[config.mk]
export PLATFORM = sky130hd
export DESIGN_NAME = cpu16_top
export DESIGN_NICKNAME = d
export VERILOG_FILES = /design/src/rtl/cpu16_pkg.sv /design/src/rtl/cpu16_top.sv /design/src/rtl/core.sv /design/src/rtl/reg_file.sv /design/src/rtl/alu.sv /design/src/rtl/instr_decoder.sv
export SDC_FILE = /design/constraint.sdc
export NUM_CORES = 1
export LEC_CHECK = 0
export BUFFER_PORTS_ARGS = -buffer_cell sky130_fd_sc_hd__buf_2
export CAP_MARGIN = 25
export CELL_PAD_IN_SITES_DETAIL_PLACEMENT = 2
export CELL_PAD_IN_SITES_GLOBAL_PLACEMENT = 2
export CORE_ASPECT_RATIO = 0.6
export CORE_MARGIN = 8
export CORE_UTILIZATION = 46
export CTS_BUF_LIST = sky130_fd_sc_hd__clkbuf_4 sky130_fd_sc_hd__clkbuf_8
export CTS_CLUSTER_DIAMETER = 200
export DETAILED_ROUTE_END_ITERATION = 10
export GPL_ROUTABILITY_DRIVEN = 0
export GPL_TIMING_DRIVEN = 0
export PLACE_DENSITY = 0.9
export RECOVER_POWER = 100
export REMOVE_ABC_BUFFERS = 1
export SYNTH_ARGS = -nofsm -noshare
export SYNTH_HDL_FRONTEND = slang
export SYNTH_SLANG_ARGS = --single-unit
[constraint.sdc]
create_clock -name clk -period 9.58 [get_ports clk]
set_clock_uncertainty 0.2 [all_clocks]
set_input_delay 0.958 -clock clk [delete_from_list [all_inputs] [get_ports clk]]
set_output_delay 0.958 -clock clk [all_outputs]
set_load 0.005 [all_outputs]
[src/rtl/cpu16_pkg.sv]
`default_nettype none

package cpu16_pkg;

	// datapath widths
	localparam int DATA_WIDTH = 16;
	localparam int INSTR_WIDTH = 16;
	localparam int WORD_WIDTH = 32;
	localparam int REG_CODE_WIDTH = 3;
	localparam int FLAG_WIDTH = 4;
	localparam int IMM_WIDTH = 8;

	// flag vector bit positions
	localparam int FLAG_C = 0;
	localparam int FLAG_S = 1;
	localparam int FLAG_O = 2;
	localparam int FLAG_Z = 3;

	localparam logic [REG_CODE_WIDTH-1:0] REG_SP = 3'd6;
	localparam logic [REG_CODE_WIDTH-1:0] REG_IP = 3'd7;

	// opcode field, bits 15..12 of an instruction
	typedef enum logic [3:0] {
		OP_ADD  = 4'h0,
		OP_ADC  = 4'h1,
		OP_SUB  = 4'h2,
		OP_AND  = 4'h3,
		OP_OR   = 4'h4,
		OP_XOR  = 4'h5,
		OP_SHL  = 4'h6,
		OP_SHR  = 4'h7,
		OP_MOV  = 4'h8,
		OP_MOVL = 4'h9,
		OP_MOVH = 4'ha,
		OP_MOVF = 4'hb,
		OP_JMP  = 4'hc,
		OP_LD   = 4'hd,
		OP_ST   = 4'he,
		OP_NOP  = 4'hf
	} op_e;

	typedef enum logic [2:0] {
		ST_DECODE = 3'd0,
		ST_READ   = 3'd1,
		ST_EXEC   = 3'd2,
		ST_MEM    = 3'd3,
		ST_SAVE   = 3'd4
	} state_e;

	typedef struct packed {
		op_e                       op;
		logic [REG_CODE_WIDTH-1:0] dest;
		logic [REG_CODE_WIDTH-1:0] src;
		logic                      suffix;
		logic [IMM_WIDTH-1:0]      imm;
	} decoded_t;

	// data bus, core to memory
	typedef struct packed {
		logic                  request;
		logic                  wren;
		logic [DATA_WIDTH-1:0] address;
		logic [DATA_WIDTH-1:0] writedata;
	} mem_req_t;

	// data bus, memory to core
	typedef struct packed {
		logic                  response;
		logic [DATA_WIDTH-1:0] readdata;
	} mem_rsp_t;

endpackage

`default_nettype wire
[src/rtl/cpu16_top.sv]
`timescale 1ns/1ns
`default_nettype none

module cpu16_top (
	input wire logic clk,
	input wire logic reset,
	output wire logic [cpu16_pkg::DATA_WIDTH-1:0] instr_addr,
	input wire logic [cpu16_pkg::WORD_WIDTH-1:0] instruction,
	output wire cpu16_pkg::mem_req_t mem_req,
	input wire cpu16_pkg::mem_rsp_t mem_rsp
);

	// instruction and data memories live outside
	core u_core (
		.clk(clk),
		.reset(reset),
		.instr_addr(instr_addr),
		.instruction(instruction),
		.mem_req(mem_req),
		.mem_rsp(mem_rsp)
	);

endmodule

`default_nettype wire

[src/rtl/core.sv]
`timescale 1ns/1ns
`default_nettype none

module core (
	input wire logic clk,
	input wire logic reset,
	output wire logic [cpu16_pkg::DATA_WIDTH-1:0] instr_addr,
	input wire logic [cpu16_pkg::WORD_WIDTH-1:0] instruction,
	output cpu16_pkg::mem_req_t mem_req,
	input wire cpu16_pkg::mem_rsp_t mem_rsp
);

	localparam int W = cpu16_pkg::DATA_WIDTH;
	localparam int FW = cpu16_pkg::FLAG_WIDTH;
	localparam int RW = cpu16_pkg::REG_CODE_WIDTH;

	cpu16_pkg::state_e state;
	cpu16_pkg::decoded_t dec;
	logic high_half;

	logic [W-1:0] rd_a;
	logic [W-1:0] rd_b;
	logic [W-1:0] op_a;
	logic [W-1:0] op_b;
	logic [W-1:0] result;
	logic [W-1:0] alu_result;
	logic [FW-1:0] flags;
	logic [FW-1:0] alu_flags;

	logic [RW-1:0] wr_code;
	logic [W-1:0] wr_data;
	logic [1:0] wr_lanes;
	logic ip_step;
	logic ip_write;
	logic is_alu;
	logic is_mem;

	instr_decoder u_decoder (
		.clk(clk),
		.reset(reset),
		.en(state == cpu16_pkg::ST_DECODE),
		.word(instruction),
		.high_half(high_half),
		.dec(dec)
	);

	alu u_alu (
		.op(dec.op),
		.a(op_a),
		.b(op_b),
		.cin(flags[cpu16_pkg::FLAG_C]),
		.result(alu_result),
		.flags(alu_flags)
	);

	// port a reads dest, port b reads src
	reg_file u_regs (
		.clk(clk),
		.reset(reset),
		.rd_a_code(dec.dest),
		.rd_b_code(dec.src),
		.rd_a(rd_a),
		.rd_b(rd_b),
		.wr_code(wr_code),
		.wr_data(wr_data),
		.wr_lanes(wr_lanes),
		.ip_step(ip_step),
		.ip(instr_addr)
	);

	assign is_alu = dec.op inside {cpu16_pkg::OP_ADD, cpu16_pkg::OP_ADC, cpu16_pkg::OP_SUB,
		cpu16_pkg::OP_AND, cpu16_pkg::OP_OR, cpu16_pkg::OP_XOR, cpu16_pkg::OP_SHL,
		cpu16_pkg::OP_SHR};
	assign is_mem = (dec.op == cpu16_pkg::OP_LD) || (dec.op == cpu16_pkg::OP_ST);

	// single register write in save, picked by opcode
	always_comb begin
		wr_code = dec.dest;
		wr_data = result;
		wr_lanes = 2'b00;
		if (state == cpu16_pkg::ST_SAVE) begin
			case (dec.op)
				cpu16_pkg::OP_MOV: begin
					wr_data = op_b;
					wr_lanes = 2'b11;
				end
				cpu16_pkg::OP_MOVL: begin
					wr_data = {2{dec.imm}};
					wr_lanes = 2'b01;
				end
				cpu16_pkg::OP_MOVH: begin
					wr_data = {2{dec.imm}};
					wr_lanes = 2'b10;
				end
				cpu16_pkg::OP_MOVF: begin
					wr_data = {{(W-FW){1'b0}}, flags};
					wr_lanes = 2'b11;
				end
				cpu16_pkg::OP_JMP: begin
					wr_code = cpu16_pkg::REG_IP;
					wr_data = op_b;
					wr_lanes = 2'b11;
				end
				// result holds the read data on a load
				cpu16_pkg::OP_LD: wr_lanes = 2'b11;
				default: begin
					if (is_alu && dec.suffix) begin
						wr_lanes = 2'b11;
					end
				end
			endcase
		end
	end

	assign ip_write = (wr_code == cpu16_pkg::REG_IP) && (wr_lanes != 2'b00);
	// word done after the high half
	assign ip_step = (state == cpu16_pkg::ST_SAVE) && high_half;

	// operand and result latches
	always_ff @(posedge clk) begin
		if (state == cpu16_pkg::ST_READ) begin
			op_a <= rd_a;
			op_b <= rd_b;
		end
		if (state == cpu16_pkg::ST_EXEC) begin
			result <= alu_result;
		end
		if (state == cpu16_pkg::ST_MEM && mem_rsp.response) begin
			result <= mem_rsp.readdata;
		end
	end

	always_ff @(posedge clk) begin
		if (reset) begin
			state <= cpu16_pkg::ST_DECODE;
			high_half <= 1'b0;
			flags <= '0;
			mem_req.request <= 1'b0;
			mem_req.wren <= 1'b0;
		end else begin
			case (state)
				cpu16_pkg::ST_DECODE: state <= cpu16_pkg::ST_READ;
				cpu16_pkg::ST_READ: state <= cpu16_pkg::ST_EXEC;
				cpu16_pkg::ST_EXEC: begin
					// flags follow every ALU op, suffix or not
					if (is_alu) begin
						flags <= alu_flags;
					end
					if (is_mem) begin
						mem_req.request <= 1'b1;
						mem_req.wren <= (dec.op == cpu16_pkg::OP_ST);
						// store addresses through dest, load through src
						mem_req.address <= (dec.op == cpu16_pkg::OP_ST) ? op_a : op_b;
						mem_req.writedata <= op_b;
						state <= cpu16_pkg::ST_MEM;
					end else begin
						state <= cpu16_pkg::ST_SAVE;
					end
				end
				cpu16_pkg::ST_MEM: begin
					if (mem_rsp.response) begin
						mem_req.request <= 1'b0;
						mem_req.wren <= 1'b0;
						state <= cpu16_pkg::ST_SAVE;
					end
				end
				cpu16_pkg::ST_SAVE: begin
					state <= cpu16_pkg::ST_DECODE;
					// a new ip always starts at the low half
					high_half <= ip_write ? 1'b0 : ~high_half;
				end
				default: state <= cpu16_pkg::ST_DECODE;
			endcase
		end
	end

endmodule

`default_nettype wire

[src/rtl/reg_file.sv]
`timescale 1ns/1ns
`default_nettype none

module reg_file (
	input wire logic clk,
	input wire logic reset,
	input wire logic [cpu16_pkg::REG_CODE_WIDTH-1:0] rd_a_code,
	input wire logic [cpu16_pkg::REG_CODE_WIDTH-1:0] rd_b_code,
	output logic [cpu16_pkg::DATA_WIDTH-1:0] rd_a,
	output logic [cpu16_pkg::DATA_WIDTH-1:0] rd_b,
	input wire logic [cpu16_pkg::REG_CODE_WIDTH-1:0] wr_code,
	input wire logic [cpu16_pkg::DATA_WIDTH-1:0] wr_data,
	input wire logic [1:0] wr_lanes,
	input wire logic ip_step,
	output logic [cpu16_pkg::DATA_WIDTH-1:0] ip
);

	localparam int W = cpu16_pkg::DATA_WIDTH;
	localparam int REGS = 2 ** cpu16_pkg::REG_CODE_WIDTH;

	// r0..r5, sp, ip
	logic [W-1:0] regs [REGS];
	logic ip_written;

	assign rd_a = regs[rd_a_code];
	assign rd_b = regs[rd_b_code];
	assign ip = regs[cpu16_pkg::REG_IP];

	// an explicit write to ip wins over the step
	assign ip_written = (wr_code == cpu16_pkg::REG_IP) && (wr_lanes != 2'b00);

	always_ff @(posedge clk) begin
		if (reset) begin
			for (int i = 0; i < REGS; i++) begin
				regs[i] <= '0;
			end
		end else begin
			// lane 0 is the low byte, lane 1 the high byte
			if (wr_lanes[0]) begin
				regs[wr_code][W/2-1:0] <= wr_data[W/2-1:0];
			end
			if (wr_lanes[1]) begin
				regs[wr_code][W-1:W/2] <= wr_data[W-1:W/2];
			end
			if (ip_step && !ip_written) begin
				regs[cpu16_pkg::REG_IP] <= regs[cpu16_pkg::REG_IP] + 1'b1;
			end
		end
	end

endmodule

`default_nettype wire

[src/rtl/alu.sv]
`timescale 1ns/1ns
`default_nettype none

module alu (
	input wire cpu16_pkg::op_e op,
	input wire logic [cpu16_pkg::DATA_WIDTH-1:0] a,
	input wire logic [cpu16_pkg::DATA_WIDTH-1:0] b,
	input wire logic cin,
	output logic [cpu16_pkg::DATA_WIDTH-1:0] result,
	output logic [cpu16_pkg::FLAG_WIDTH-1:0] flags
);

	localparam int W = cpu16_pkg::DATA_WIDTH;

	// one extra bit to catch carry or borrow
	logic [W:0] sum;
	logic carry;
	logic overflow;

	always_comb begin
		sum = '0;
		result = b;
		carry = 1'b0;
		overflow = 1'b0;

		case (op)
			cpu16_pkg::OP_ADD,
			cpu16_pkg::OP_ADC: begin
				sum = {1'b0, a} + {1'b0, b};
				if (op == cpu16_pkg::OP_ADC) begin
					sum = sum + {{W{1'b0}}, cin};
				end
				result = sum[W-1:0];
				carry = sum[W];
				overflow = (a[W-1] == b[W-1]) && (result[W-1] != a[W-1]);
			end
			cpu16_pkg::OP_SUB: begin
				// top bit of the wide difference is the borrow
				sum = {1'b0, a} - {1'b0, b};
				result = sum[W-1:0];
				carry = sum[W];
				overflow = (a[W-1] != b[W-1]) && (result[W-1] != a[W-1]);
			end
			cpu16_pkg::OP_AND: result = a & b;
			cpu16_pkg::OP_OR: result = a | b;
			cpu16_pkg::OP_XOR: result = a ^ b;
			cpu16_pkg::OP_SHL: begin
				result = {a[W-2:0], 1'b0};
				carry = a[W-1];
			end
			cpu16_pkg::OP_SHR: begin
				result = {1'b0, a[W-1:1]};
				carry = a[0];
			end
			default: begin
			end
		endcase
	end

	always_comb begin
		flags = '0;
		flags[cpu16_pkg::FLAG_C] = carry;
		flags[cpu16_pkg::FLAG_S] = result[W-1];
		flags[cpu16_pkg::FLAG_O] = overflow;
		flags[cpu16_pkg::FLAG_Z] = (result == '0);
	end

endmodule

`default_nettype wire

[src/rtl/instr_decoder.sv]
`timescale 1ns/1ns
`default_nettype none

module instr_decoder (
	input wire logic clk,
	input wire logic reset,
	input wire logic en,
	input wire logic [cpu16_pkg::WORD_WIDTH-1:0] word,
	input wire logic high_half,
	output cpu16_pkg::decoded_t dec
);

	localparam int IW = cpu16_pkg::INSTR_WIDTH;
	localparam int WW = cpu16_pkg::WORD_WIDTH;

	logic [IW-1:0] half;
	cpu16_pkg::op_e op;
	cpu16_pkg::decoded_t next_dec;

	// low half runs first, then the high half of the same word
	assign half = high_half ? word[WW-1:IW] : word[IW-1:0];
	assign op = cpu16_pkg::op_e'(half[15:12]);

	always_comb begin
		next_dec.op = op;
		next_dec.dest = half[11:9];
		next_dec.src = half[8:6];
		next_dec.suffix = half[5];
		next_dec.imm = '0;

		case (op)
			// immediate moves reuse the src and suffix bits for the byte
			cpu16_pkg::OP_MOVL,
			cpu16_pkg::OP_MOVH: begin
				next_dec.src = '0;
				next_dec.suffix = 1'b0;
				next_dec.imm = half[7:0];
			end
			// no register write-back for these
			cpu16_pkg::OP_ST,
			cpu16_pkg::OP_JMP: begin
				next_dec.suffix = 1'b0;
			end
			cpu16_pkg::OP_NOP: begin
				next_dec.dest = '0;
				next_dec.src = '0;
				next_dec.suffix = 1'b0;
			end
			default: begin
			end
		endcase
	end

	always_ff @(posedge clk) begin
		if (reset) begin
			dec <= '{op: cpu16_pkg::OP_NOP, default: '0};
		end else if (en) begin
			dec <= next_dec;
		end
	end

endmodule

`default_nettype wire

==> results of run 1 <==
[worst paths after layout]
kind / cells after the start / from / endpoint
max reg2reg: 7 / u_core.u_decoder.dec[18] / u_core.u_regs.regs[7][11]
max: 7 / u_core.u_decoder.dec[18] / u_core.u_regs.regs[7][11]
min reg2reg: 2 / u_core.mem_req[32] / u_core.mem_req[32]
min: 2 / u_core.mem_req[32] / u_core.mem_req[32]
[state kept, by name (all words and copies together) (netlist names)]
register / count
u_core.flags: 4
u_core.high_half: 1
u_core.mem_req: 34
u_core.op_a: 16
u_core.op_b: 16
u_core.result: 16
u_core.state: 3
u_core.u_decoder.dec: 19
u_core.u_regs.regs: 128
[metal layers]
metal,part of all wire,routed length (microns),vias up,global-route usage
li1,-,-,5225,-
met1,0.39,26200,6867,0.453
met2,0.45,30800,1007,0.537
met3,0.10,7110,272,0.0698
met4,0.053,3620,0,0.151
met5,0,0,-,0
[placed cells by master (no fill, tap or decap), types with 5 or more instances in the layout]
| cell type | count |
|---|---|
| a22oi_1 | 28 |
| ha_1 | 56 |
| mux2i_1 | 20 |
| nor3_1 | 20 |
| o22ai_1 | 22 |
| clkinv_1 | 6 |
| nand3_1 | 33 |
| dfxtp_1 | 26 |
| o31ai_1 | 9 |
| mux4_2 | 66 |
| a31oi_1 | 8 |
| edfxtp_1 | 208 |
| nand2b_1 | 16 |
| clkbuf_8 | 47 |
| nor3b_1 | 7 |
| a21o_1 | 5 |
| and3_1 | 9 |
| buf_2 | 62 |
| o21ai_0 | 55 |
| mux2_1 | 21 |
| a211oi_1 | 6 |
| nor2_1 | 209 |
| a21oi_1 | 74 |
| clkbuf_1 | 50 |
| inv_1 | 55 |
| nand4_1 | 10 |
| xor2_1 | 11 |
| or2_2 | 6 |
| a22o_1 | 7 |
| a211o_1 | 6 |
| xnor2_1 | 36 |
| mux2_2 | 21 |
| clkbuf_4 | 14 |
| a221oi_1 | 8 |
| nand2_1 | 103 |
| nor2b_1 | 15 |
| a311oi_1 | 5 |
[critical path, delay by kind of cell, from the launching register on]
kind,cells,cell delay [ns]
compound gates,3,2.01
buf+inv,3,2.39
flops,1,1.45
simple gates,1,0.86
[layout make-up]
cell class                      instances  area (sq um)  share of cell area
Antenna cell                            1          2.50            0.000152
Tap cell                              416           520              0.0317
Multi-Input combinational cell        977          7290               0.444
Clock inverter                         12           135             0.00822
Timing Repair Buffer                  123           686              0.0417
Clock buffer                           61           752              0.0458
Sequential cell                       237          6830               0.416
Inverter                               57           214              0.0130
[kinds of logic (layout without fill, tap and decap cells)]
group                      Yosys count  after routing
muxes                              128            128
other                                0              1
adders and majority gates           58             58
DFF                                237            237
buffers and inverters              142            253
xor gates and xnor gates            47             47
and+or+nand+nor                    461            461
AOI/OAI and AO/OA                  283            283
[report_power, final]
group | leakage (nW) | internal (mW) | switching [mW]
Combinational | 3.28 | 0.398 | 0.770
Clock | 0.463 | 0.584 | 0.500
Sequential | 2.30 | 1.22 | 0.145
Total | 6.05 | 2.20 | 1.41
==> results by group, run 1 <==
Global route
  • Largest net degree at the start of global routing: approximately 50
  • Global route overflow: 0
  • Number of global-route vias before repair: between 10,000 and 15,000
  • Initial antenna violation count: 1
  • First-pass GRT wire length: between 90 and 100 mm
  • All-layer global routing usage: 0.341

Synth
  • Number of synthesized flops with an enable pin: ~210
  • Yosys warning count: 0
  • Synth cell count leaders: nor2_1 (209), edfxtp_1 (208), nand2_1 (103)
  • Synth Area in XOR/XNOR: 0.0279
  • Compound-Gate Fraction of Synth Area: 0.129
  • Sequential fraction of the synthesis area: 0.462
  • Cell area after synthesis: around 15,000 sq um
  • Post-synth top flop: edfxtp_1
  • Yosys top cell by area: edfxtp_1
  • Yosys cell types: a little under 90
  • Most frequent cell after synthesis: nor2_1
  • Mux share of post-synthesis cell area: 0.146
  • Synthesized instance count: ~1,400
  • #FFs+latches synth: between 200 and 250
  • Largest cells by area after synthesis: edfxtp_1 (42%), mux4_2 (10%), nor2_1 (5.3%), ha_1 (4.7%), dfxtp_1 (3.9%)
  • Post-synth top area share: 0.423
  • Largest family of logic cells by synthesized area: multiplexers
  • Synth Area in Simple Gates: 0.143
  • Avg Cell Area, Syn: 10.9 sq um
  • Adder-Cell Fraction of Synth Area: 0.0501
  • Asr flop ratio synth: 0

Critical path
  • WP data required: 9.67 ns
  • Crit path launch type: flip-flop
  • Crit path top cell by count: clkbuf_1
  • Delay of the slowest critical-path stage: between 1 and 1.5 ns
  • Slowest cell on the critical path: dfxtp_1
  • Kind of critical path: flip-flop to flip-flop
  • Worst path arrival time: 7.33 ns
  • Crit. End Element: flip-flop
  • Peak fanout along the critical path: 37
  • Worst R2R Setup Slack: between 2 and 2.5 ns
  • Critical path, cell by cell: clkinv_1 > nor3_1 > clkbuf_1 > o21ai_0 > clkbuf_1 > a21oi_1 > o22ai_1

CTS
  • CTS tree: yes
  • Root buffer cell: clkbuf_8
  • Setup bufs post-CTS: 0
  • Worst-path clk slew: around 0.08 ns
  • CTS resizes: 0
  • Clock sink total: ~240
  • CTS Buffer Depth: 3
  • Clock Latency Late Sink: 0.59 ns
  • CTS Hold Buffers Added: 0
  • CTS Buf Count: 40
  • H-tree Lvls: 2

Floorplanning
  • Die width: between 200 and 250 microns
  • Die Area: 38,300 sq um
  • I/O Pins: approximately 100
  • Floorplan core area: roughly 31,000 sq um
  • Core Rows: 50
  • Starting density of the core: 0.471
  • Die Height: around 150 microns

Outcome
  • Status: complete, but fails checks
  • Failing checks: max-capacitance violations, max-slew violations

Detailed routing
  • Via/cell ratio: around 7
  • DR WL/cell: ~36 microns
  • Detailed Route WL: 67.7 mm
  • # DRC: 0
  • Via count: roughly 13,000
  • Number of routed nets with antenna violations: 0
  • Initial DRC Count: between 1,500 and 2,000
  • Drt pass-1 iters: 6

Timing
  • Unrepaired setup endpoints after global routing: no
  • Hold Vio Cnt, Final: 0
  • Fmax: about 140 MHz
  • Setup TNS: 0 ns
  • Setup-failing EPs final: 0
  • Slew Viols, Final: around 200
  • Tmin final: just over 7 ns
  • Worst Max-Slew Pin Slew: ~2.4 ns
  • Relative slew slack: -0.590
  • Final hold slack: approximately 0.32 ns
  • Crit share post-route: 0.755
  • Fin worst setup slack: ~2.3 ns

Power and ir drop
  • Peak VDD IR: between 0.1 and 0.15 mV
  • Lkg Pwr: 6.05 nW
  • Power Density: approximately 220 nW/um^2
  • Tot Pwr: between 3 and 4 mW

Final layout
  • Layout Cells excl Fill: around 1,900
  • Filler cell count in the final layout: about 3,200
  • Nets@finish: between 1,500 and 2,000
  • Layout overhead on the synthesized area: 11.2%
  • Share of layout cells above drive strength 1: 0.177
  • Post-layout util: 0.523
  • Design Area, Final: approximately 16,000 sq um

Worst hold path
  • HP Class: flip-flop to flip-flop

Placed design
  • Post-place setup slack: 4.35 ns
  • Dpl cell area: ~16,000 sq um
  • Dpl hpwl: roughly 45 mm
  • Dpl cells: 1,803
  • I/O Buffers: 100

Job
  • Max Cap Viol: 9
(Power assumes the default switching activity.)
==> inputs of run 2 (changes only) <==
--- a/config.mk
+++ b/config.mk
@@ -11,13 +11,13 @@
 export CELL_PAD_IN_SITES_GLOBAL_PLACEMENT = 2
 export CORE_ASPECT_RATIO = 0.6
 export CORE_MARGIN = 8
-export CORE_UTILIZATION = 46
+export CORE_UTILIZATION = 42
 export CTS_BUF_LIST = sky130_fd_sc_hd__clkbuf_4 sky130_fd_sc_hd__clkbuf_8
 export CTS_CLUSTER_DIAMETER = 200
 export DETAILED_ROUTE_END_ITERATION = 10
 export GPL_ROUTABILITY_DRIVEN = 0
 export GPL_TIMING_DRIVEN = 0
-export PLACE_DENSITY = 0.9
+export PLACE_DENSITY = 0.83
 export RECOVER_POWER = 100
 export REMOVE_ABC_BUFFERS = 1
 export SYNTH_ARGS = -nofsm -noshare
==> constraint.sdc (replaced) <==
create_clock -name clk -period 7 [get_ports clk]
set_clock_uncertainty 0.2 [all_clocks]
set_input_delay 0.7 -clock clk [delete_from_list [all_inputs] [get_ports clk]]
set_output_delay 0.7 -clock clk [all_outputs]
set_load 0.005 [all_outputs]
==> run 2 against run 1 <==
  * The flow still finishes with violations (max-capacitance violations, max-slew violations)
  * Largest cell class unchanged
  * Count of clock-buffer cells in the layout decreased by 6
  * Combinational power increased by 25%
  * Via count decreased by 7.4%
  * Cell count increased by 2.2%
  * First-iteration DRC count decreased by 33%
  * Wire length decreased by 14%
  * Power increased by 28%
  * Global-route usage decreased by 7.1 points
  * Clock power increased by 20%
  * Final area decreased by 0.46%
  * Sequential power increased by 37%
  * Register-to-register slack got worse by 1.5 ns
  * Highest routed layer unchanged
==> results by group, run 2 (synthesized netlist as in run 1, its figures left out) <==
Outcome
  • Status: complete, but fails checks
  • Failing checks: max-capacitance violations, max-slew violations

Final layout
  • Top flop regs: u_core.u_regs.regs x128, u_core.mem_req x34, u_core.u_decoder.dec x19
  • Layout overhead on the synthesized area: 10.7%
  • Largest Register: u_core.u_regs.regs
  • Design Area, Final: 16,400 sq um (-0.46%)
  • Most frequent cells in the layout: nor2_1 (209), edfxtp_1 (208), nand2_1 (103)
  • Commonest non-fill, non-tap cell in the layout: nor2_1
  • Share of layout cells above drive strength 1: 0.179 (+0.00246)
  • Nets@finish: 1,543 (-0.13%)
  • ANT cells: 0 (-1)
  • Max FFs per register: 128 (unchanged)

Critical path
  • Peak fanout along the critical path: 12 (-68%)
  • Critical Path End: u_core.flags[3]
  • Crit. End Element: flip-flop
  • Kind of critical path: flip-flop to flip-flop
  • Worst Reg-to-Reg Cells: 12 (+5)
  • RR Endpoint: u_core.flags[3]
  • Reg-to-Reg Start: u_core.op_b[4]
  • Worst R2R Setup Slack: 0.80 ns (-1.55 ns)
  • WP data required: 7.24 ns (-2.43 ns)
  • Worst path arrival time: 6.43 ns (-0.90 ns)
  • Crit path launch type: flip-flop
  • Setup crit start: u_core.op_b[4]

Timing
  • Worst Max-Slew Pin Slew: 2.27 ns (-0.0859 ns)
  • Relative slew slack: -0.516 (+0.0739)
  • Slew Viols, Final: 99 (-51%)
  • Unrepaired setup endpoints after global routing: no
  • Tmin final: 6.20 ns (-1.03 ns)
  • Crit share post-route: 0.886 (+0.131)
  • Setup-failing EPs final: 0 (unchanged)
  • Fin worst setup slack: 0.801 ns (-1.55 ns)
  • Hold Vio Cnt, Final: 0 (unchanged)
  • Fmax: 161 MHz (+17%)
  • Setup TNS: 0 ns (unchanged)

CTS
  • Clock Latency Late Sink: 0.57 ns (-0.02 ns)
  • CTS Buf Count: 40 (unchanged)
  • Setup bufs post-CTS: 0 (unchanged)
  • CTS tree: yes
  • Clock sink total: 237 (unchanged)
  • CTS Hold Buffers Added: 0 (unchanged)
  • CTS resizes: 0 (unchanged)
  • Worst-path clk slew: 0.07 ns (about the same)
  • H-tree Lvls: 2 (unchanged)
  • CTS Buffer Depth: 3 (unchanged)
  • Root buffer cell: clkbuf_8

Global route
  • All-layer global routing usage: 0.270 (-0.0712)
  • Initial antenna violation count: 0 (-1)
  • Largest net degree at the start of global routing: 49 (unchanged)
  • Number of global-route vias before repair: 13,200 (-5.7%)
  • First-pass GRT wire length: 85.8 mm (-12%)
  • Global route overflow: 0 (unchanged)

Detailed routing
  • Detailed Route WL: 58.0 mm (-14%)
  • DR WL/cell: 30.1 microns (-16%)
  • Initial DRC Count: 1,088 (-33%)
  • Drt pass-1 iters: 5 (-1)
  • Via/cell ratio: 6.43 (-9.4%)
  • Via count: 12,400 (-7.4%)
  • Number of routed nets with antenna violations: 0 (unchanged)
  • # DRC: 0 (unchanged)

Floorplanning
  • Starting density of the core: 0.425 (-0.0461)
  • Die Area: 41,600 sq um (+8.7%)
  • Core Rows: 53 (+6.0%)
  • Die width: 258 microns (+4.4%)
  • I/O Pins: 101 (unchanged)
  • Die Height: 161 microns (+4.2%)
  • Floorplan core area: 34,800 sq um (+11%)

Worst hold path
  • HP Class: input pin to flip-flop
  • Hold_sp: mem_rsp[3]

Placed design
  • Post-place setup slack: 1.55 ns (-2.80 ns)
  • I/O Buffers: 100 (unchanged)
  • Dpl cell area: 15,700 sq um (+0.30%)
  • Dpl hpwl: 42.6 mm (-5.7%)

Power and ir drop
  • Switch share: 0.373 (-0.0184)
  • Combinational share of power: 0.317 (-0.006)
  • P_sw: 1.72 mW (+22%)
  • Lkg Pwr: 5.96 nW (-1.4%)
  • Power Density: 283 nW/um^2 (+29%)
  • Clock network power share: 0.281 (-0.019)
  • Sequential power share: 0.403 (+0.026)
  • Internal Power: 2.90 mW (+32%)
  • Peak VDD IR: 0.135 mV (-8.4%)

Job
  • Max Cap Viol: 5 (-4)
[run 2: cell count changes in the layout (fill, tap and decap cells not counted), moves of 3 or more]
| cell | before | now |
|---|---|---|
| mux2_1 | 21 | 10 |
| mux2_2 | 21 | 32 |
| clkbuf_8 | 47 | 41 |
| buf_2 | 62 | 59 |
| dfxtp_1 | 26 | 23 |
| dfxtp_2 | 3 | 6 |
[run 2: per-stage QoR]
| step | std cells | hold slack [ns] | total power [mW] | util |
|---|---|---|---|---|
| after floorplan | 1271 | 0.238 | 2.74 | - |
| after global placement | 1838 | 0.273 | 3.19 | 0.444 |
| after detailed placement | 1854 | 0.293 | 3.31 | 0.452 |
| after CTS | 1920 | 0.221 | 4.61 | 0.474 |
| after global routing | 1925 | 0.232 | 4.78 | 0.470 |
| final | 1925 | 0.256 | 4.62 | 0.470 |
[run 2: worst max-delay path, cell delays in order (launching register included)]
cell and delay, ns:
edfxtp_1 0.63, inv_1 0.12, ha_1 0.64, nand2_4 0.09, o31ai_1 1.36, xnor2_1 0.44
nor3_1 0.54, nand4_1 0.25, xnor2_1 0.21, o221ai_1 0.19, a2111oi_0 0.81, nand4_1 0.21
o31ai_1 0.37
[run 2: how the worst min path moves through the flow]
stage | endpoint | cells past startpoint
detailed placement | u_core.u_decoder.dec[0] | 2
global route | u_core.result[3] | 3
finish | u_core.result[3] | 3
global placement | u_core.mem_req[32] | 2
CTS | u_core.result[3] | 3
floorplan | u_core.u_decoder.dec[4] | 2
[run 2: metal layers]
metal / track usage / vias to the layer above / routed length [microns]
met2: 0.419 / 580 / 26200
li1: - / 5205 / -
met5: 0 / - / 0
met3: 0.0679 / 122 / 4840
met4: 0.0828 / 0 / 1650
met1: 0.370 / 6468 / 25300
[run 2: area by class of cell]
cell class	count	area, sq um
flip-flops and latches	237	6830
clock inverters	11	104
fillers	3622	18500
inverters	57	214
clock buffers	55	669
multi-input cells	977	7290
well taps	467	584
repair buffers	121	658
[run 2: power groups by stage]
stage	logic, mW	clock network (mW)	registers, mW
floorplan	0.922	0	1.82
global placement	1.26	0	1.92
detailed placement	1.42	0	1.89
CTS	1.44	1.31	1.86
global route	1.55	1.37	1.87
finish	1.46	1.30	1.86
==> inputs of run 3 (changes only) <==
--- a/config.mk
+++ b/config.mk
@@ -5,19 +5,19 @@
 export SDC_FILE = /design/constraint.sdc
 export NUM_CORES = 1
 export LEC_CHECK = 0
-export BUFFER_PORTS_ARGS = -buffer_cell sky130_fd_sc_hd__buf_2
 export CAP_MARGIN = 25
 export CELL_PAD_IN_SITES_DETAIL_PLACEMENT = 2
 export CELL_PAD_IN_SITES_GLOBAL_PLACEMENT = 2
 export CORE_ASPECT_RATIO = 0.6
 export CORE_MARGIN = 8
-export CORE_UTILIZATION = 42
+export CORE_UTILIZATION = 45
 export CTS_BUF_LIST = sky130_fd_sc_hd__clkbuf_4 sky130_fd_sc_hd__clkbuf_8
 export CTS_CLUSTER_DIAMETER = 200
 export DETAILED_ROUTE_END_ITERATION = 10
+export DONT_BUFFER_PORTS = 1
 export GPL_ROUTABILITY_DRIVEN = 0
 export GPL_TIMING_DRIVEN = 0
-export PLACE_DENSITY = 0.83
+export PLACE_DENSITY_LB_ADDON = 0.1
 export RECOVER_POWER = 100
 export REMOVE_ABC_BUFFERS = 1
 export SYNTH_ARGS = -nofsm -noshare
==> run 3 against run 2 <==
  * The run still ends with max-capacitance violations, max-slew violations left
  * Sequential power is essentially flat
  * Critical endpoint is now u_core.u_regs.regs[7][1]
  * Core utilization grew 2.2 points
  * Maximum frequency grew 5.2%
  * Count of clock-buffer cells in the layout grew 2
  * Non-clock buffer count shrank 101
  * Critical path type unchanged
  * Wire length shrank 1.5%
==> results by group, run 3 (synthesized netlist as in run 1, its figures left out) <==
CTS
  • Root buffer cell: clkbuf_8
  • CTS Buffer Depth: 3 (unchanged)
  • H-tree Lvls: 2 (unchanged)
  • Worst-path clk slew: 0.07 ns (about the same)
  • CTS Buf Count: 39 (-2.5%)
  • Setup bufs post-CTS: 0 (unchanged)
  • Clock sink total: 237 (unchanged)
  • Clock Latency Late Sink: 0.57 ns (about the same)
  • CTS tree: yes

Timing
  • Tmin final: 5.89 ns (-0.305 ns)
  • Crit share post-route: 0.842 (-0.0436)
  • Unrepaired setup endpoints after global routing: no
  • Relative slew slack: -0.540 (-0.0233)
  • Hold Vio Cnt, Final: 0 (unchanged)
  • Fmax: 170 MHz (+5.2%)
  • Setup-failing EPs final: 0 (unchanged)
  • Slew Viols, Final: 126 (+27%)
  • Worst Max-Slew Pin Slew: 2.31 ns (+0.0349 ns)
  • Fin worst setup slack: 1.11 ns (+0.305 ns)

Detailed routing
  • Via count: 11,800 (-4.8%)
  • DR WL/cell: 32.0 microns (+6.0%)
  • Number of routed nets with antenna violations: 0 (unchanged)
  • # DRC: 0 (unchanged)
  • Initial DRC Count: 1,214 (+12%)
  • Drt pass-1 iters: 7 (+2)
  • Detailed Route WL: 57.1 mm (-1.5%)
  • Via/cell ratio: 6.59 (+2.5%)

Final layout
  • Max FFs per register: 128 (unchanged)
  • Nets@finish: 1,441 (-6.6%)
  • Most frequent cells in the layout: nor2_1 (209), edfxtp_1 (208), nand2_1 (104)
  • Footprint of the multi-input gates: 7310 sq um (+0.31%)
  • Share of layout cells above drive strength 1: 0.151 (-0.0278)
  • Commonest non-fill, non-tap cell in the layout: nor2_1
  • Design Area, Final: 15,900 sq um (-2.5%)
  • Top flop regs: u_core.u_regs.regs x128, u_core.mem_req x34, u_core.u_decoder.dec x19
  • Layout overhead on the synthesized area: 7.86%
  • Filler cell count in the final layout: 3,233 (-11%)
  • Reg area: 6830 sq um (about the same)
  • Largest Register: u_core.u_regs.regs

Critical path
  • WP data required: 7.06 ns (-0.18 ns)
  • Crit path launch type: flip-flop
  • Crit. End Element: flip-flop
  • Peak fanout along the critical path: 37 (+25)
  • Worst path arrival time: 5.95 ns (-0.48 ns)
  • Kind of critical path: flip-flop to flip-flop

Power and ir drop
  • Power Density: 291 nW/um^2 (+3.0%)
  • Tot Pwr: 4.64 mW (+0.38%)
  • Lkg Pwr: 5.71 nW (-4.2%)
  • Peak VDD IR: 0.150 mV (+12%)

Floorplanning
  • Starting density of the core: 0.456 (+0.0314)
  • Die Area: 39,100 sq um (-6.1%)
  • Die width: 250 microns (-3.2%)
  • Floorplan core area: 32,400 sq um (-6.9%)
  • Die Height: 156 microns (-3.1%)
  • Core Rows: 51 (-3.8%)
  • I/O Pins: 101 (unchanged)

Outcome
  • Failing checks: max-capacitance violations, max-slew violations
  • Status: complete, but fails checks

Global route
  • Initial antenna violation count: 4 (+4)
  • Number of global-route vias before repair: 12,400 (-6.4%)
  • Largest net degree at the start of global routing: 39 (-20%)
  • First-pass GRT wire length: 82.7 mm (-3.5%)
  • All-layer global routing usage: 0.283 (+0.0128)
  • Global route overflow: 0 (unchanged)

Job
  • Max Cap Viol: 5 (unchanged)

Worst hold path
  • HP Class: input pin to flip-flop

Placed design
  • Post-place setup slack: 1.80 ns (+0.246 ns)
  • I/O Buffers: 0 (-100%)
  • Dpl hpwl: 41.6 mm (-2.3%)
  • Dpl cell area: 15,200 sq um (-3.5%)
run 3: cell types whose count changed in the layout (fill, tap and decap cells not counted), sizes merged:
| cell | previous run | this run |
|---|---|---|
| buf | 69 | 11 |
| clkbuf | 107 | 65 |
| clkinv | 9 | 11 |
| diode | 0 | 2 |
| clkinvlp | 2 | 3 |
| dlygate4sd3 | 0 | 1 |
run 3: worst paths after layout:
kind / slack, ns / startpoint / cells past startpoint / to
min: 0.05 / reset / 1 / u_core.u_decoder.dec[4]
max reg2reg: 1.11 / u_core.u_decoder.dec[18] / 6 / u_core.u_regs.regs[7][1]
max: 1.11 / u_core.u_decoder.dec[18] / 6 / u_core.u_regs.regs[7][1]
min reg2reg: 0.31 / u_core.u_decoder.dec[1] / 2 / u_core.u_decoder.dec[1]
run 3: what timing repair did:
action | 4_1_cts | 5_1_grt
hold buffers | 1 | 0
resized for setup | 0 | 0
endpoints found under the hold margin | 16 | 0
run 3: metal layers:
metal  wire length [microns]  track usage
met5                      26            0
met2                   25600        0.436
met4                    1360       0.0793
met3                    4940       0.0618
met1                   25200        0.400
run 3: where the power goes:
group / total [mW] / switching [mW] / internal [mW] / leakage [nW]
clock network: 1.34 / 0.627 / 0.716 / 0.426
logic: 1.44 / 0.907 / 0.530 / 2.99
registers: 1.86 / 0.195 / 1.66 / 2.30
total: 4.64 / 1.73 / 2.91 / 5.71
run 3: critical path, cell delays in order, from the launching register on:
cell and delay, ns:
dfxtp_2 0.91, clkinv_1 0.91, nor3_1 1.71, o21ai_2 0.61
buf_8 0.33, a21oi_1 0.69, o22ai_1 0.18
run 3: stage by stage:
step	setup TNS (ns)	hold WS, ns	utilization	instances
3_5_place_dp	0	0.282	0.468	1711
5_1_grt	0	0.00460	0.492	1787
4_1_cts	0	0.00215	0.494	1783
3_3_place_gp	-34.61	0.274	0.460	1695
6_report	0	0.0504	0.492	1788
2_1_floorplan	0	0.238	-	1271
run 3: layout make-up:
cell class,count,share of cell area
Sequential cell,237,0.429
Inverter,57,0.0134
Clock inverter,14,0.00761
Clock buffer,57,0.0437
Timing Repair Buffer,20,0.0142
Antenna cell,2,0.000314
Tap cell,424,0.0333
Multi-Input combinational cell,977,0.459
